**src/hw/ppi_macros.svh**
```systemverilog
`ifndef PPI_MACROS_SVH
`define PPI_MACROS_SVH

// Data bus and port width
`define PPI_DATA_W      8

// Register address width for four registers
`define PPI_ADDR_W      2

// Direction flag after reset where a one means input
`define PPI_DIR_RESET   1'b1

`endif

```
**src/hw/ppi_pkg.sv**
```systemverilog
`default_nettype none

`include "ppi_macros.svh"

package ppi_pkg;

    // Register map
    typedef enum logic [`PPI_ADDR_W-1:0] {
        PPI_ADDR_A,
        PPI_ADDR_B,
        PPI_ADDR_C,
        PPI_ADDR_CTRL
    } ppi_addr_e;

    // One decoded bus access, valid in the ack cycle
    typedef struct packed {
        logic [`PPI_DATA_W-1:0] wdata;
        logic                   wr_a;
        logic                   wr_b;
        logic                   wr_c;
        logic                   wr_ctrl;
        logic                   rd_a;
        logic                   rd_b;
        logic                   rd_c;
    } ppi_access_t;

    // Field order follows control word bits 6 down to 0
    typedef struct packed {
        logic [1:0] group_a_mode;
        logic       port_a_io;
        logic       port_c_hi_io;
        logic       group_b_mode;
        logic       port_b_io;
        logic       port_c_lo_io;
    } ppi_ctrl_t;

    typedef struct packed {
        logic       valid;
        logic [2:0] index;
        logic       value;
    } ppi_bsr_t;

    // A one in io marks an input bit
    typedef struct packed {
        logic [`PPI_DATA_W-1:0] data;
        logic [`PPI_DATA_W-1:0] io;
    } ppi_pins_t;

endpackage

`default_nettype wire

```
**src/hw/ppi_bus_ctrl.sv**
```systemverilog
`timescale 1ns/1ps
`default_nettype none

`include "ppi_macros.svh"

module ppi_bus_ctrl (
    input  logic                    clock,
    input  logic                    arst_n,
    input  logic                    chip_select,
    input  logic                    read_enable,
    input  logic                    write_enable,
    input  ppi_pkg::ppi_addr_e      address,
    input  logic [`PPI_DATA_W-1:0]  data_bus_in,
    output logic                    ack,
    output ppi_pkg::ppi_access_t    access
);

    import ppi_pkg::*;

    logic        req;
    logic        req_q;
    logic        new_req;
    ppi_access_t access_d;

    assign req     = chip_select & (read_enable | write_enable);
    // Only the rising edge of a request is acknowledged
    assign new_req = req & ~req_q;

    always_comb begin
        access_d       = '0;
        access_d.wdata = data_bus_in;
        if (new_req) begin
            if (write_enable) begin
                case (address)
                    PPI_ADDR_A: access_d.wr_a    = 1'b1;
                    PPI_ADDR_B: access_d.wr_b    = 1'b1;
                    PPI_ADDR_C: access_d.wr_c    = 1'b1;
                    default:    access_d.wr_ctrl = 1'b1;
                endcase
            end else begin
                // Control register reads back as zero
                case (address)
                    PPI_ADDR_A: access_d.rd_a = 1'b1;
                    PPI_ADDR_B: access_d.rd_b = 1'b1;
                    PPI_ADDR_C: access_d.rd_c = 1'b1;
                    default: ;
                endcase
            end
        end
    end

    always_ff @(posedge clock or negedge arst_n) begin
        if (!arst_n) begin
            req_q  <= 1'b0;
            ack    <= 1'b0;
            access <= '0;
        end else begin
            req_q  <= req;
            ack    <= new_req;
            access <= access_d;
        end
    end

    a_ack_single: assert property (
        @(posedge clock) disable iff (!arst_n) ack |=> !ack
    );

    a_wr_onehot: assert property (
        @(posedge clock) disable iff (!arst_n)
        $onehot0({access.wr_a, access.wr_b, access.wr_c, access.wr_ctrl})
    );

endmodule

`default_nettype wire

```
**src/hw/ppi_mode_ctrl.sv**
```systemverilog
`timescale 1ns/1ps
`default_nettype none

`include "ppi_macros.svh"

module ppi_mode_ctrl (
    input  logic                    clock,
    input  logic                    arst_n,
    input  ppi_pkg::ppi_access_t    access,
    output ppi_pkg::ppi_ctrl_t      ctrl,
    output logic                    mode_update,
    output ppi_pkg::ppi_bsr_t       bsr
);

    import ppi_pkg::*;

    localparam ppi_ctrl_t CTRL_RESET = '{
        group_a_mode: 2'b00,
        port_a_io:    `PPI_DIR_RESET,
        port_c_hi_io: `PPI_DIR_RESET,
        group_b_mode: 1'b0,
        port_b_io:    `PPI_DIR_RESET,
        port_c_lo_io: `PPI_DIR_RESET
    };

    logic mode_write;

    // Bit 7 selects mode word or port C bit set/reset
    assign mode_write = access.wr_ctrl & access.wdata[7];

    always_ff @(posedge clock or negedge arst_n) begin
        if (!arst_n) begin
            ctrl        <= CTRL_RESET;
            mode_update <= 1'b0;
        end else begin
            if (mode_write) begin
                ctrl <= ppi_ctrl_t'(access.wdata[6:0]);
            end
            mode_update <= mode_write;
        end
    end

    // Acts in the ack cycle so the bit lands with the other writes
    assign bsr.valid = access.wr_ctrl & ~access.wdata[7];
    assign bsr.index = access.wdata[3:1];
    assign bsr.value = access.wdata[0];

    a_update_vs_bsr: assert property (
        @(posedge clock) disable iff (!arst_n) !(mode_update && bsr.valid)
    );

endmodule

`default_nettype wire

```
**src/hw/ppi_port.sv**
```systemverilog
`timescale 1ns/1ps
`default_nettype none

`include "ppi_macros.svh"

module ppi_port (
    input  logic                    clock,
    input  logic                    arst_n,
    input  logic                    wr,
    input  logic [`PPI_DATA_W-1:0]  wdata,
    input  logic                    is_input,
    input  logic                    mode_update,
    input  logic [`PPI_DATA_W-1:0]  pin_in,
    output ppi_pkg::ppi_pins_t      pins,
    output logic [`PPI_DATA_W-1:0]  rdata
);

    import ppi_pkg::*;

    logic [`PPI_DATA_W-1:0] latch;

    // New mode word clears the latch
    always_ff @(posedge clock or negedge arst_n) begin
        if (!arst_n) begin
            latch <= '0;
        end else if (mode_update) begin
            latch <= '0;
        end else if (wr) begin
            latch <= wdata;
        end
    end

    assign pins.data = latch;
    assign pins.io   = {`PPI_DATA_W{is_input}};

    // Inputs read the pins, outputs read back the latch
    assign rdata = is_input ? pin_in : latch;

endmodule

`default_nettype wire

```
**src/hw/ppi_port_c.sv**
```systemverilog
`timescale 1ns/1ps
`default_nettype none

`include "ppi_macros.svh"

module ppi_port_c (
    input  logic                    clock,
    input  logic                    arst_n,
    input  logic                    wr,
    input  logic [`PPI_DATA_W-1:0]  wdata,
    input  ppi_pkg::ppi_ctrl_t      ctrl,
    input  logic                    mode_update,
    input  ppi_pkg::ppi_bsr_t       bsr,
    input  logic [`PPI_DATA_W-1:0]  pin_in,
    output ppi_pkg::ppi_pins_t      pins,
    output logic [`PPI_DATA_W-1:0]  rdata
);

    import ppi_pkg::*;

    localparam int NIB_W = `PPI_DATA_W / 2;

    logic [`PPI_DATA_W-1:0] latch;
    logic [`PPI_DATA_W-1:0] dir_in;

    // Upper nibble follows group A, lower nibble group B
    assign dir_in = {{NIB_W{ctrl.port_c_hi_io}}, {NIB_W{ctrl.port_c_lo_io}}};

    always_ff @(posedge clock or negedge arst_n) begin
        if (!arst_n) begin
            latch <= '0;
        end else if (mode_update) begin
            latch <= '0;
        end else if (wr) begin
            latch <= wdata;
        end else if (bsr.valid) begin
            latch[bsr.index] <= bsr.value;
        end
    end

    assign pins.data = latch;
    assign pins.io   = dir_in;

    // Read-back picked bit by bit
    assign rdata = (pin_in & dir_in) | (latch & ~dir_in);

    // Port C write and control write come from different addresses
    a_wr_vs_bsr: assert property (
        @(posedge clock) disable iff (!arst_n) !(wr && bsr.valid)
    );

endmodule

`default_nettype wire

```
**src/hw/ppi_top.sv**
```systemverilog
`timescale 1ns/1ps
`default_nettype none

`include "ppi_macros.svh"

module ppi_top (
    input  logic                    clock,
    input  logic                    arst_n,
    input  logic                    chip_select,
    input  logic                    read_enable,
    input  logic                    write_enable,
    input  ppi_pkg::ppi_addr_e      address,
    input  logic [`PPI_DATA_W-1:0]  data_bus_in,
    output logic [`PPI_DATA_W-1:0]  data_bus_out,
    output logic                    ack,
    input  logic [`PPI_DATA_W-1:0]  port_a_in,
    input  logic [`PPI_DATA_W-1:0]  port_b_in,
    input  logic [`PPI_DATA_W-1:0]  port_c_in,
    output ppi_pkg::ppi_pins_t      port_a,
    output ppi_pkg::ppi_pins_t      port_b,
    output ppi_pkg::ppi_pins_t      port_c
);

    import ppi_pkg::*;

    ppi_access_t            access;
    ppi_ctrl_t              ctrl;
    ppi_bsr_t               bsr;
    logic                   mode_update;
    logic [`PPI_DATA_W-1:0] port_a_rdata;
    logic [`PPI_DATA_W-1:0] port_b_rdata;
    logic [`PPI_DATA_W-1:0] port_c_rdata;

    ppi_bus_ctrl u_bus_ctrl (
        .clock        (clock),
        .arst_n       (arst_n),
        .chip_select  (chip_select),
        .read_enable  (read_enable),
        .write_enable (write_enable),
        .address      (address),
        .data_bus_in  (data_bus_in),
        .ack          (ack),
        .access       (access)
    );

    ppi_mode_ctrl u_mode_ctrl (
        .clock       (clock),
        .arst_n      (arst_n),
        .access      (access),
        .ctrl        (ctrl),
        .mode_update (mode_update),
        .bsr         (bsr)
    );

    ppi_port u_port_a (
        .clock       (clock),
        .arst_n      (arst_n),
        .wr          (access.wr_a),
        .wdata       (access.wdata),
        .is_input    (ctrl.port_a_io),
        .mode_update (mode_update),
        .pin_in      (port_a_in),
        .pins        (port_a),
        .rdata       (port_a_rdata)
    );

    ppi_port u_port_b (
        .clock       (clock),
        .arst_n      (arst_n),
        .wr          (access.wr_b),
        .wdata       (access.wdata),
        .is_input    (ctrl.port_b_io),
        .mode_update (mode_update),
        .pin_in      (port_b_in),
        .pins        (port_b),
        .rdata       (port_b_rdata)
    );

    ppi_port_c u_port_c (
        .clock       (clock),
        .arst_n      (arst_n),
        .wr          (access.wr_c),
        .wdata       (access.wdata),
        .ctrl        (ctrl),
        .mode_update (mode_update),
        .bsr         (bsr),
        .pin_in      (port_c_in),
        .pins        (port_c),
        .rdata       (port_c_rdata)
    );

    // Read selects only live in the ack cycle, so the bus idles at zero
    always_comb begin
        data_bus_out = '0;
        if (access.rd_a) begin
            data_bus_out = port_a_rdata;
        end else if (access.rd_b) begin
            data_bus_out = port_b_rdata;
        end else if (access.rd_c) begin
            data_bus_out = port_c_rdata;
        end
    end

    a_bus_idle_zero: assert property (
        @(posedge clock) disable iff (!arst_n) !ack |-> (data_bus_out == '0)
    );

endmodule

`default_nettype wire

```
**config.mk**
```make
export PLATFORM = sky130hd
export DESIGN_NAME = ppi_top
export DESIGN_NICKNAME = d
export VERILOG_FILES = /design/src/hw/ppi_pkg.sv /design/src/hw/ppi_bus_ctrl.sv /design/src/hw/ppi_mode_ctrl.sv /design/src/hw/ppi_port.sv /design/src/hw/ppi_port_c.sv /design/src/hw/ppi_top.sv
export VERILOG_INCLUDE_DIRS = /design/src /design/src/hw
export SDC_FILE = /design/constraint.sdc
export NUM_CORES = 1
export LEC_CHECK = 0
export ABC_AREA = 1
export ABC_CLOCK_PERIOD_IN_PS = 1700
export BUFFER_PORTS_ARGS = -buffer_cell sky130_fd_sc_hd__buf_2
export CORE_MARGIN = 2
export CORE_UTILIZATION = 49
export DETAILED_ROUTE_END_ITERATION = 7
export GPL_ROUTABILITY_DRIVEN = 0
export PLACE_DENSITY = 0.8
export SETUP_SLACK_MARGIN = 0.02
export SLEW_MARGIN = 25
export SYNTH_ARGS = -nofsm -noshare
export SYNTH_HDL_FRONTEND = slang
export SYNTH_SLANG_ARGS = --single-unit
```
**constraint.sdc**
```tcl
create_clock -name clock -period 1.7 [get_ports clock]
set_clock_uncertainty 0.1 [all_clocks]
set_input_delay 0 -clock clock [delete_from_list [all_inputs] [get_ports clock]]
set_output_delay 0 -clock clock [all_outputs]
set_load 0.005 [all_outputs]
```
After elaboration in Yosys (flattened, before gate mapping)
Cells that the tools add are included.
{"block": "totals", "register_bits": 46, "latch_bits": 0, "ramBits": 0, "mem_bits_ro": 0, "inputBits": 39, "elab_cells": 61, "mem_count": 0}
{"block": "classes", "n_addsub": 0, "multipliers": 0, "n_div": 0, "order_cmp": 2, "eq_ne": 2, "shift": 0, "mux": 22, "bitwise": 11, "n_reduce_logical": 6}
{"operator": "$mux W8", "count": 12}
{"operator": "$and A8 B8 Y8", "count": 2}
{"operator": "$bwmux W8", "count": 1}
{"operator": "$not A8 Y8", "count": 1}
{"operator": "$or A8 B8 Y8", "count": 1}
{"operator": "$mux W7", "count": 1}
{"operator": "$mux W1", "count": 5}
{"operator": "$and A1 B1 Y1", "count": 4}
{"operator": "$lt A3 B4 Y1 const B", "count": 1}
{"operator": "$mux W4", "count": 1}
{"operator": "$reduce_bool A2 Y1", "count": 2}
{"operator": "$demux W1 S3", "count": 1}
{"operator": "$ge A3 B1 Y1 const B", "count": 1}
{"operator": "$mux W3", "count": 1}
{"operator": "$reduce_bool A3 Y1", "count": 1}
{"operator": "$reduce_or A3 Y1", "count": 1}
{"operator": "$eq A2 B1 Y1 const B", "count": 1}
{"operator": "$eq A2 B2 Y1 const B", "count": 1}
{"operator": "$logic_not A2 Y1", "count": 1}
{"operator": "$not A1 Y1", "count": 2}
{"operator": "$logic_and A1 B1 Y1", "count": 1}
{"operator": "$or A1 B1 Y1", "count": 1}

Depth between registers and ports, before layout
Gate-level depths: netlist (run 1).
{"block": "depth", "word_depth": 8, "depth_mapped": 8, "mapped_depth_nobuf": 7}

Modules after synthesis
Synthesis (run 1) repeated with hierarchy kept, for this count alone.
{"block": "unflattened", "cells_unflattened": 384, "area_unflattened_um2": 2944.1}
{"module": "ppi_port", "instances": 2, "cells_each": 68, "area_per_inst_um2": 506.7}
{"module": "ppi_port_c", "instances": 1, "cells_each": 106, "area_per_inst_um2": 752.0}
{"module": "ppi_bus_ctrl", "instances": 1, "cells_each": 42, "area_per_inst_um2": 549.3}
{"module": "ppi_mode_ctrl", "instances": 1, "cells_each": 39, "area_per_inst_um2": 376.6}
{"module": "ppi_top", "instances": 1, "cells_each": 61, "area_per_inst_um2": 252.7}

Worst setup path after synthesis (run 1)
No wires, ideal clock.
{"block": "synth_path", "path_kind": "register -> register", "start": "register, netlist name u_mode_ctrl.ctrl[4]", "end": "register, netlist name u_mode_ctrl.ctrl[4]", "setup_time_ps": 79, "t_arrival_ps": 1099, "setup_slack_ps": 422, "stages_incl_launch_ff": 4, "n_path_buf": 1, "cell_sequence": "dfstp_2 -> clkbuf_2 -> clkinv_1 -> o21ai_0"}

Final worst setup path (run 1)
{"block": "layout_path", "start": "register, netlist name u_mode_ctrl.ctrl[1]", "end": "output port data_bus_out[1]"}
{"block": "layout_via", "elab_chain_len": 3}
{"item": "$mux W8", "line": "ppi_port.sv:37", "rtl": "assign rdata = is_input ? pin_in : latch;"}
{"item": "$mux W8", "line": "ppi_top.sv:97", "rtl": "end else if (access.rd_b) begin"}
{"item": "$mux W8", "line": "ppi_top.sv:95", "rtl": "if (access.rd_a) begin"}
{"item": "to (decl)", "line": "ppi_top.sv:14", "rtl": "output logic [`PPI_DATA_W-1:0] data_bus_out,"}
Every way passes these cells.

==> flow_metrics.tcl, run 1 <==
set metrics [dict create \
    power.density_nw_per_um2 857 \
    crit_type "flip-flop to primary output" \
    end_kind "primary output" \
    critPathSlowestCell "dfstp_4" \
    nets 474 \
    slew_viol_final 0 \
    postRouteAntennaNets 0 \
    rsz0062_at_grt "yes" \
    drive_above_1_share 0.321 \
    fin_crit_sh 0.985 \
    crit_family "flip-flops" \
    cts_tree "built" \
    arrival_ps 1570 \
    drtIter0Drc 174 \
    cp_common_cell "nand2_1" \
    die_area_sq_um 5790 \
    clock-root-buffer "clkbuf_8" \
    status "completed" \
    die-width_microns 76.1 \
    io_pins 96 \
    ys.flop_type "dfrtp_1" \
    fmax_mhz 597 \
    final_common_cell "nand2_1" \
    max_cap_viol_count 0 \
    std_cell_rows 26 \
    antenna_found_initial 0 \
    fin_crit_ps 1670 \
    cp_max_fo 5 \
    grt_overflow 0 \
    clkTransAtPathRegs_ps 90 \
    area_growth_pct 29.5 \
    setup_viol 0 \
    synth_cells 337 \
    drtPass1Iterations 4 \
    vdd_ir_drop_max_v 0.000504 \
    synthesis.area_sq_um 2550 \
    syn_area_per_cell_sq_um 7.56 \
    stdcell_area_sq_um 3300 \
    cp.required_ps 1600 \
    cts_buffers 5 \
    clockBufferDepth 2 \
    hold_class "input pin to asynchronous set/reset pin" \
    coreArea_sq_um 5070 \
    track_usage 0.232 \
    routed_via_density 5.02 \
    die_height_microns 76.1 \
    hold_viol 0 \
    synth_edf_count 0 \
    clock_latency_ps 310 \
    io_buffers 95 \
    final_cell_mix "97 x nand2_1, 95 x buf_2, 41 x dfrtp_1" \
    grt_pass1_wl_microns 10700 \
    grt_max_degree 26 \
    finalPower_mw 2.82 \
    whs_ps 9.23 \
    worst_slew_pin_slew_ps 551 \
    drt_drc_violations_left 0 \
    path_buf_inv 2 \
    totalWireLength_microns 6780 \
    synth_cell_types 26 \
    initial_core_util 0.502 \
    crit_chain "buf_6 -> or2_4 -> nand3_2 -> nand2_1 -> nand2_1 -> o21ai_1 -> buf_2" \
    ys_warn_count 0 \
    synthArstFlopShare 1.00 \
    worstSetupStartpointType "flip-flop" \
    dpl_cell_area_sq_um 2910 \
    grt_pass1_vias 2302 \
    routedWlPerCell_microns 13.4 \
    antenna_cells 0 \
    p_leak_nw 1.83 \
    synth-seq-cells 46 \
    vias 2538 \
    place_hpwl_microns 4900 \
    cts.htree.levels 2 \
    max-slew-margin-rel 0.631 \
    syn_nets 376 \
    ys_seq_area_frac 0.454 \
    cp_slowest_stage_delay_ps 670 \
    cts_sinks 46 \
]
kinds of logic after synthesis:
logic type / Yosys count / synth area share
AOI/OAI and AO/OA: 57 / 0.119
buffers and inverters: 74 / 0.156
DFF: 46 / 0.454
and+or+nand+nor: 160 / 0.271
power breakdown:
group	internal (mW)	switching, mW	leakage (nW)
logic	0.405	0.387	1.20
registers	1.24	0.134	0.588
clock network	0.289	0.372	0.0441
total	1.93	0.893	1.83
flip-flops by register name, summed over array words and instances (netlist names):
| name | cells |
|---|---|
| u_port_c.latch | 8 |
| u_bus_ctrl.access | 15 |
| u_bus_ctrl.ack | 1 |
| u_mode_ctrl.ctrl | 4 |
| u_bus_ctrl.req_q | 1 |
| u_mode_ctrl.mode_update | 1 |
| u_port_a.latch | 8 |
| u_port_b.latch | 8 |
path summary, 6_finish.rpt:
kind,start,cells past startpoint,endpoint,slack (ps)
worst max-delay path,u_mode_ctrl.ctrl[1]$_DFFE_PN1P_,7,data_bus_out[1],30
worst min-delay path,arst_n,2,u_port_c.latch[6]$_DFFE_PN0P_,9
worst max register to register,u_bus_ctrl.req_q$_DFF_PN0_,4,u_bus_ctrl.access[0]$_DFF_PN0_,200
worst min register to register,u_port_a.latch[0]$_DFFE_PN0P_,2,u_port_a.latch[0]$_DFFE_PN0P_,430
max in group asynchronous,arst_n,3,u_mode_ctrl.ctrl[4]$_DFFE_PN1P_,880
min in group clock,read_enable,4,u_bus_ctrl.ack$_DFF_PN0_,80
metal layers:
layer | global-route usage | share of wire
met3 | 0.0415 | 0.072
met5 | 0 | 0
met2 | 0.414 | 0.50
met1 | 0.280 | 0.41
met4 | 0.0891 | 0.024
area by class of cell:
| cell class | count | area, sq um |
|---|---|---|
| Multi-Input combinational cell | 217 | 1040 |
| Fill cell | 447 | 1780 |
| Inverter | 43 | 165 |
| Sequential cell | 46 | 1160 |
| Timing Repair Buffer | 122 | 754 |
| Tap cell | 70 | 87.6 |
| Clock inverter | 3 | 21.3 |
| Clock buffer | 5 | 68.8 |
Yosys cell counts (2+ instances only):
master	number	area, sq um
buf_4	25	188
o21a_1	3	22.5
o21ai_1	3	15.0
o211ai_1	3	22.5
buf_6	3	33.8
a21oi_1	4	20.0
nor2_1	13	48.8
or2_2	7	43.8
nand2_2	2	12.5
dfstp_2	4	105
nor2_4	2	22.5
nor3_1	6	30.0
dfrtp_1	42	1050
inv_1	41	154
nand3_1	30	150
o21ai_0	42	210
o22ai_1	2	12.5
nand2_1	97	364
what timing repair did:
action                                  CTS  global route
pin swaps                                 0             3
endpoints found under the hold margin    58             0
endpoints found under the setup margin    8             8
setup buffers                             2             4
hold buffers                             16             0
resized for setup                         1            24
cloned                                    0             0
through the flow:
step / TNS (ps) / setup slack (ps) / instances / utilization
6_report: 0 / 25.2 / 506 / 0.650
3_5_place_dp: 0 / 306 / 476 / 0.574
4_1_cts: 0 / 10.7 / 502 / 0.627
3_3_place_gp: 0 / 351 / 476 / 0.574
2_1_floorplan: 0 / 422 / 337 / -
5_1_grt: -150 / -45.0 / 506 / 0.650
Power figures use the tool's default switching activity.
==> inputs of run 2 (changes only) <==
Settings changed: ABC_CLOCK_PERIOD_IN_PS 1700 to 1800, HOLD_SLACK_MARGIN set to 0.15.
Clock period 1.7 ns to 1.8 ns, I/O delays scaled along.
==> flow_metrics.tcl, run 2 (synthesis gave the netlist of run 1 again) <==
set metrics [dict create \
    dp_cells 472 \
    grt_overflow 0 \
    clkTransAtPathRegs_ps 80 \
    crit_type "flip-flop to primary output" \
    drive_above_1_share 0.292 \
    worstSetupStartpointType "flip-flop" \
    grt_max_degree 47 \
    cts_sinks 46 \
    io_pins 96 \
    regMostFlops "u_bus_ctrl.access" \
    coreArea_sq_um 5070 \
    swShare 0.304 \
    routed_via_density 4.98 \
    finalPower_mw 2.60 \
    die_height_microns 76.1 \
    setup_viol 0 \
    p_seq_frac 0.505 \
    die-width_microns 76.1 \
    tns_ps 0 \
    fin_crit_ps 1680 \
    vdd_ir_drop_max_v 0.000609 \
    crit_start "u_mode_ctrl.ctrl[1]$_DFFE_PN1P_" \
    hold_viol 0 \
    end_kind "primary output" \
    p_leak_nw 1.79 \
    hold_class "input pin to asynchronous set/reset pin" \
    clockBufferDepth 2 \
    area_growth_pct 25.0 \
    fin_cells 501 \
    drt_drc_violations_left 0 \
    comb_power_share 0.246 \
    largest_register_ffs 15 \
    stdcell_area_sq_um 3180 \
    cp_max_fo 14 \
    reg2reg_from "u_bus_ctrl.access[4]$_DFF_PN0_" \
    grt_pass1_vias 2327 \
    postRouteAntennaNets 0 \
    switchingPower_mw 0.792 \
    max_cap_viol_count 0 \
    routedWlPerCell_microns 13.1 \
    clock-root-buffer "clkbuf_8" \
    cts_tree "built" \
    nets 469 \
    cts_buffers 5 \
    slew_viol_final 0 \
    totalWireLength_microns 6560 \
    initial_core_util 0.502 \
    grt_pass1_wl_microns 10800 \
    die_area_sq_um 5790 \
    pwr-share-clk 0.248 \
    final_cell_mix "97 x nand2_1, 95 x buf_2, 42 x o21ai_0" \
    drtPass1Iterations 5 \
    fin_crit_sh 0.936 \
    io_buffers 95 \
    clock_latency_ps 300 \
    rsz0062_at_grt "no" \
    cts.htree.levels 2 \
    std_cell_rows 26 \
    cp.required_ps 1700 \
    track_usage 0.232 \
    vias 2495 \
    place_hpwl_microns 4770 \
    power.density_nw_per_um2 817 \
    antenna_found_initial 0 \
    dpl_cell_area_sq_um 2880 \
    drtIter0Drc 159 \
    final_common_cell "nand2_1" \
    worst_slew_pin_slew_ps 582 \
    fmax_mhz 594 \
    antenna_cells 0 \
    status "completed" \
    max-slew-margin-rel 0.611 \
    cellInternalPower_mw 1.81 \
    arrival_ps 1580 \
]
[run 2: through the flow]
step / hold WS, ps / util / worst slack (ps)
6_report: 208 / 0.627 / 115
5_1_grt: 238 / 0.627 / 48.4
4_1_cts: 226 / 0.617 / 31.0
3_5_place_dp: 9.30 / 0.568 / 320
3_3_place_gp: 5.39 / 0.568 / 387
2_1_floorplan: -396 / - / 522
[run 2: final timing paths]
kind,to,slack [ps],cells past startpoint
worst max-delay path,data_bus_out[2],120,7
worst min-delay path,u_port_c.latch[5]$_DFFE_PN0P_,210,3
worst max register to register,u_port_c.latch[7]$_DFFE_PN0P_,320,4
worst min register to register,u_port_b.latch[1]$_DFFE_PN0P_,410,2
max in group asynchronous,u_bus_ctrl.access[1]$_DFF_PN0_,990,3
min in group clock,u_bus_ctrl.access[14]$_DFF_PN0_,230,2
[run 2: layout make-up]
class / instances / area (sq um)
repair inverters: 1 / 5.00
fillers: 467 / 1890
repair buffers: 116 / 677
clock buffers: 8 / 90.1
multi-input cells: 217 / 993
well taps: 70 / 87.6
inverters: 43 / 165
flip-flops and latches: 46 / 1160
[run 2: power groups by stage]
| stage | clock [mW] | combinational (mW) | sequential (mW) |
|---|---|---|---|
| 2_1_floorplan | 0 | 0.416 | 1.29 |
| 3_3_place_gp | 0 | 0.554 | 1.33 |
| 3_5_place_dp | 0 | 0.568 | 1.33 |
| 4_1_cts | 0.650 | 0.595 | 1.31 |
| 5_1_grt | 0.687 | 0.719 | 1.34 |
| 6_report | 0.646 | 0.640 | 1.31 |
[run 2: worst max-delay path, stage by stage (launching register included)]
cell	delay, ps
dfstp_4	700
buf_6	160
nand2_1	60
nand3_1	70
nand2_1	50
nand2_1	50
o21ai_0	80
buf_2	130
[run 2: what timing repair did]
action / 4_1_cts / 5_1_grt
setup buffers: 0 / 4
setup endpoints to repair: 0 / 8
hold buffers: 16 / 0
resized for setup: 0 / 6
endpoints found under the hold margin: 63 / 0
[run 2: routing by layer]
layer | GRT usage | vias up | wire (microns)
li1 | - | 1232 | -
met1 | 0.280 | 1137 | 2590
met2 | 0.414 | 117 | 3370
met3 | 0.0438 | 9 | 506
met4 | 0.0855 | 0 | 93
met5 | 0 | - | 0
==> inputs of run 3 (changes only) <==
Settings changed: ABC_AREA 1 to 0, ABC_CLOCK_PERIOD_IN_PS 1800 to 1900, CELL_PAD_IN_SITES_DETAIL_PLACEMENT set to 0, CELL_PAD_IN_SITES_GLOBAL_PLACEMENT set to 1, CORE_UTILIZATION 49 to 37, PLACE_DENSITY 0.8 to not set, PLACE_DENSITY_LB_ADDON set to 0.1.
Clock period 1.8 ns to 1.9 ns, I/O delays scaled along.
==> flow_metrics.tcl, run 3 <==
set metrics [dict create \
    status "finished with violations" \
    violations "setup timing" \
    largest_register_ffs 15 \
    pwr-share-clk 0.227 \
    vias 2010 \
    swShare 0.310 \
    synth_area_leaders "dfrtp_1 43%, mux2i_1 10%, buf_4 7.1%, mux2_2 5.1%, dfstp_2 4.3%" \
    std_cell_rows 29 \
    r2r_cells 3 \
    synth_top_area_frac 0.430 \
    postRouteAntennaNets 0 \
    grt_pass1_vias 1983 \
    netlist_top_cells_count "42 x dfrtp_1, 25 x mux2i_1, 24 x nor2_1, 23 x buf_4, 11 x mux2_2" \
    die_area_sq_um 7270 \
    hold_class "input pin to asynchronous set/reset pin" \
    routedWlPerCell_microns 16.7 \
    syn_nets 262 \
    switchingPower_mw 0.865 \
    die_height_microns 85.3 \
    final_cell_mix "95 x buf_2, 42 x dfrtp_1, 25 x mux2i_1" \
    final_common_cell "buf_2" \
    p_leak_nw 1.57 \
    max-slew-margin-rel 0.539 \
    cts_sinks 46 \
    slew_viol_final 0 \
    synth-seq-cells 46 \
    clkTransAtPathRegs_ps 90 \
    area_growth_pct 31.3 \
    place_ws_ps 143 \
    cts.htree.levels 2 \
    cp_max_fo 5 \
    coreArea_sq_um 6390 \
    crit_type "flip-flop to primary output" \
    clock-root-buffer "clkbuf_8" \
    power.density_nw_per_um2 870 \
    tns_ps -415 \
    stdcell_area_sq_um 3210 \
    drive_above_1_share 0.461 \
    synthMostInstantiatedCell "dfrtp_1" \
    max_cap_viol_count 0 \
    reg2reg_from "u_bus_ctrl.access[14]$_DFF_PN0_" \
    synthesis.area_sq_um 2440 \
    seq_area_sq_um 1160 \
    synthArstFlopShare 1.00 \
    cp.required_ps 1800 \
    syn_area_per_cell_sq_um 11.0 \
    cts_buffers 5 \
    regMostFlops "u_bus_ctrl.access" \
    rrSetupSlack_ps 340 \
    routed_via_density 5.10 \
    synth_cells 223 \
    clock_latency_ps 310 \
    p_seq_frac 0.480 \
    grt_max_degree 47 \
    grt_pass1_wl_microns 10600 \
    ys_seq_area_frac 0.473 \
    drtPass1Iterations 4 \
    vdd_ir_drop_max_v 0.000405 \
    drt_drc_violations_left 0 \
    grt_overflow 0 \
    ys.flop_type "dfrtp_1" \
    fin_crit_sh 1.04 \
    initial_core_util 0.383 \
    cts_tree "built" \
    synth_edf_count 0 \
    die-width_microns 85.3 \
    io_pins 96 \
    hold_viol 0 \
    place_hpwl_microns 4550 \
    comb_power_share 0.293 \
    totalWireLength_microns 6570 \
    antenna_found_initial 0 \
    antenna_cells 0 \
    cellInternalPower_mw 1.93 \
    post-route-util 0.502 \
    n_fill_cell 613 \
    synth_top_cell_by_area "dfrtp_1" \
    fin_crit_ps 1980 \
    ys_warn_count 0 \
    io_buffers 95 \
    multi_input_area_sq_um 1090 \
    finalPower_mw 2.79 \
    fmax_mhz 506 \
    setup_viol 8 \
    dpl_cell_area_sq_um 2800 \
    synth_cell_types 37 \
    worstSetupStartpointType "flip-flop" \
    rr_endpoint "u_port_c.latch[2]$_DFFE_PN0P_" \
    track_usage 0.188 \
    end_kind "primary output" \
    arrival_ps 1880 \
    worst_slew_pin_slew_ps 692 \
    rsz0062_at_grt "yes" \
    worst_slack_ps -76.6 \
    drtIter0Drc 103 \
    clockBufferDepth 2 \
    nets 355 \
]
-- run 3: power groups by stage --
| stage | clock network (mW) | logic (mW) | registers (mW) |
|---|---|---|---|
| final | 0.633 | 0.819 | 1.34 |
| after global routing | 0.700 | 0.906 | 1.37 |
| after CTS | 0.646 | 0.825 | 1.34 |
| after detailed placement | 0 | 0.660 | 1.38 |
| after global placement | 0 | 0.656 | 1.37 |
| after floorplan | 0 | 0.496 | 1.29 |
-- run 3: final cells by class --
cell class,instances,area share
Clock inverter,1,0.00156
Multi-Input combinational cell,135,0.341
Timing Repair Buffer,123,0.233
Tap cell,77,0.0300
Clock buffer,7,0.0269
Inverter,5,0.00585
Sequential cell,46,0.362
-- run 3: timing repair --
action	in CTS	in global routing
buffers inserted	5	0
gates resized for setup	19	0
pin swaps	8	0
setup endpoints to repair	8	8
hold endpoints to repair	63	0
hold buffers	18	0
-- run 3: worst max-delay path, stage by stage (launching register included) --
cell,delay [ps]
dfstp_4,640
buf_12,120
mux2_4,300
a221oi_2,260
a21oi_1,80
buf_2,170
-- run 3: how the worst max path moves through the flow --
stage	from	to	slack, ps
after global routing	u_mode_ctrl.ctrl[1]$_DFFE_PN1P_	data_bus_out[3]	-150
final	u_mode_ctrl.ctrl[1]$_DFFE_PN1P_	data_bus_out[3]	-80
after CTS	u_mode_ctrl.ctrl[1]$_DFFE_PN1P_	data_bus_out[2]	-80
after detailed placement	u_mode_ctrl.ctrl[1]$_DFFE_PN1P_	data_bus_out[3]	140
after global placement	u_mode_ctrl.ctrl[1]$_DFFE_PN1P_	data_bus_out[2]	180
after floorplan	u_mode_ctrl.ctrl[1]$_DFFE_PN1P_	data_bus_out[0]	210
-- run 3: through the flow --
step | cells | hold slack (ps)
final | 394 | 201
after global routing | 394 | 213
after CTS | 394 | 221
after detailed placement | 363 | 9.32
after global placement | 363 | 7.90
after floorplan | 223 | -396
-- run 3: cell families after synthesis --
logic type | share of synthesized area
mux | 0.190
compound gates | 0.0917
buf+inv | 0.111
flops | 0.473
simple gates | 0.134
-- run 3: metal layers --
metal / wire [microns] / GRT usage / up-vias
met5: 0 / 0 / -
met4: 73 / 0.0476 / 0
met3: 346 / 0.0428 / 10
met2: 3250 / 0.316 / 69
met1: 2900 / 0.247 / 977
li1: - / - / 954
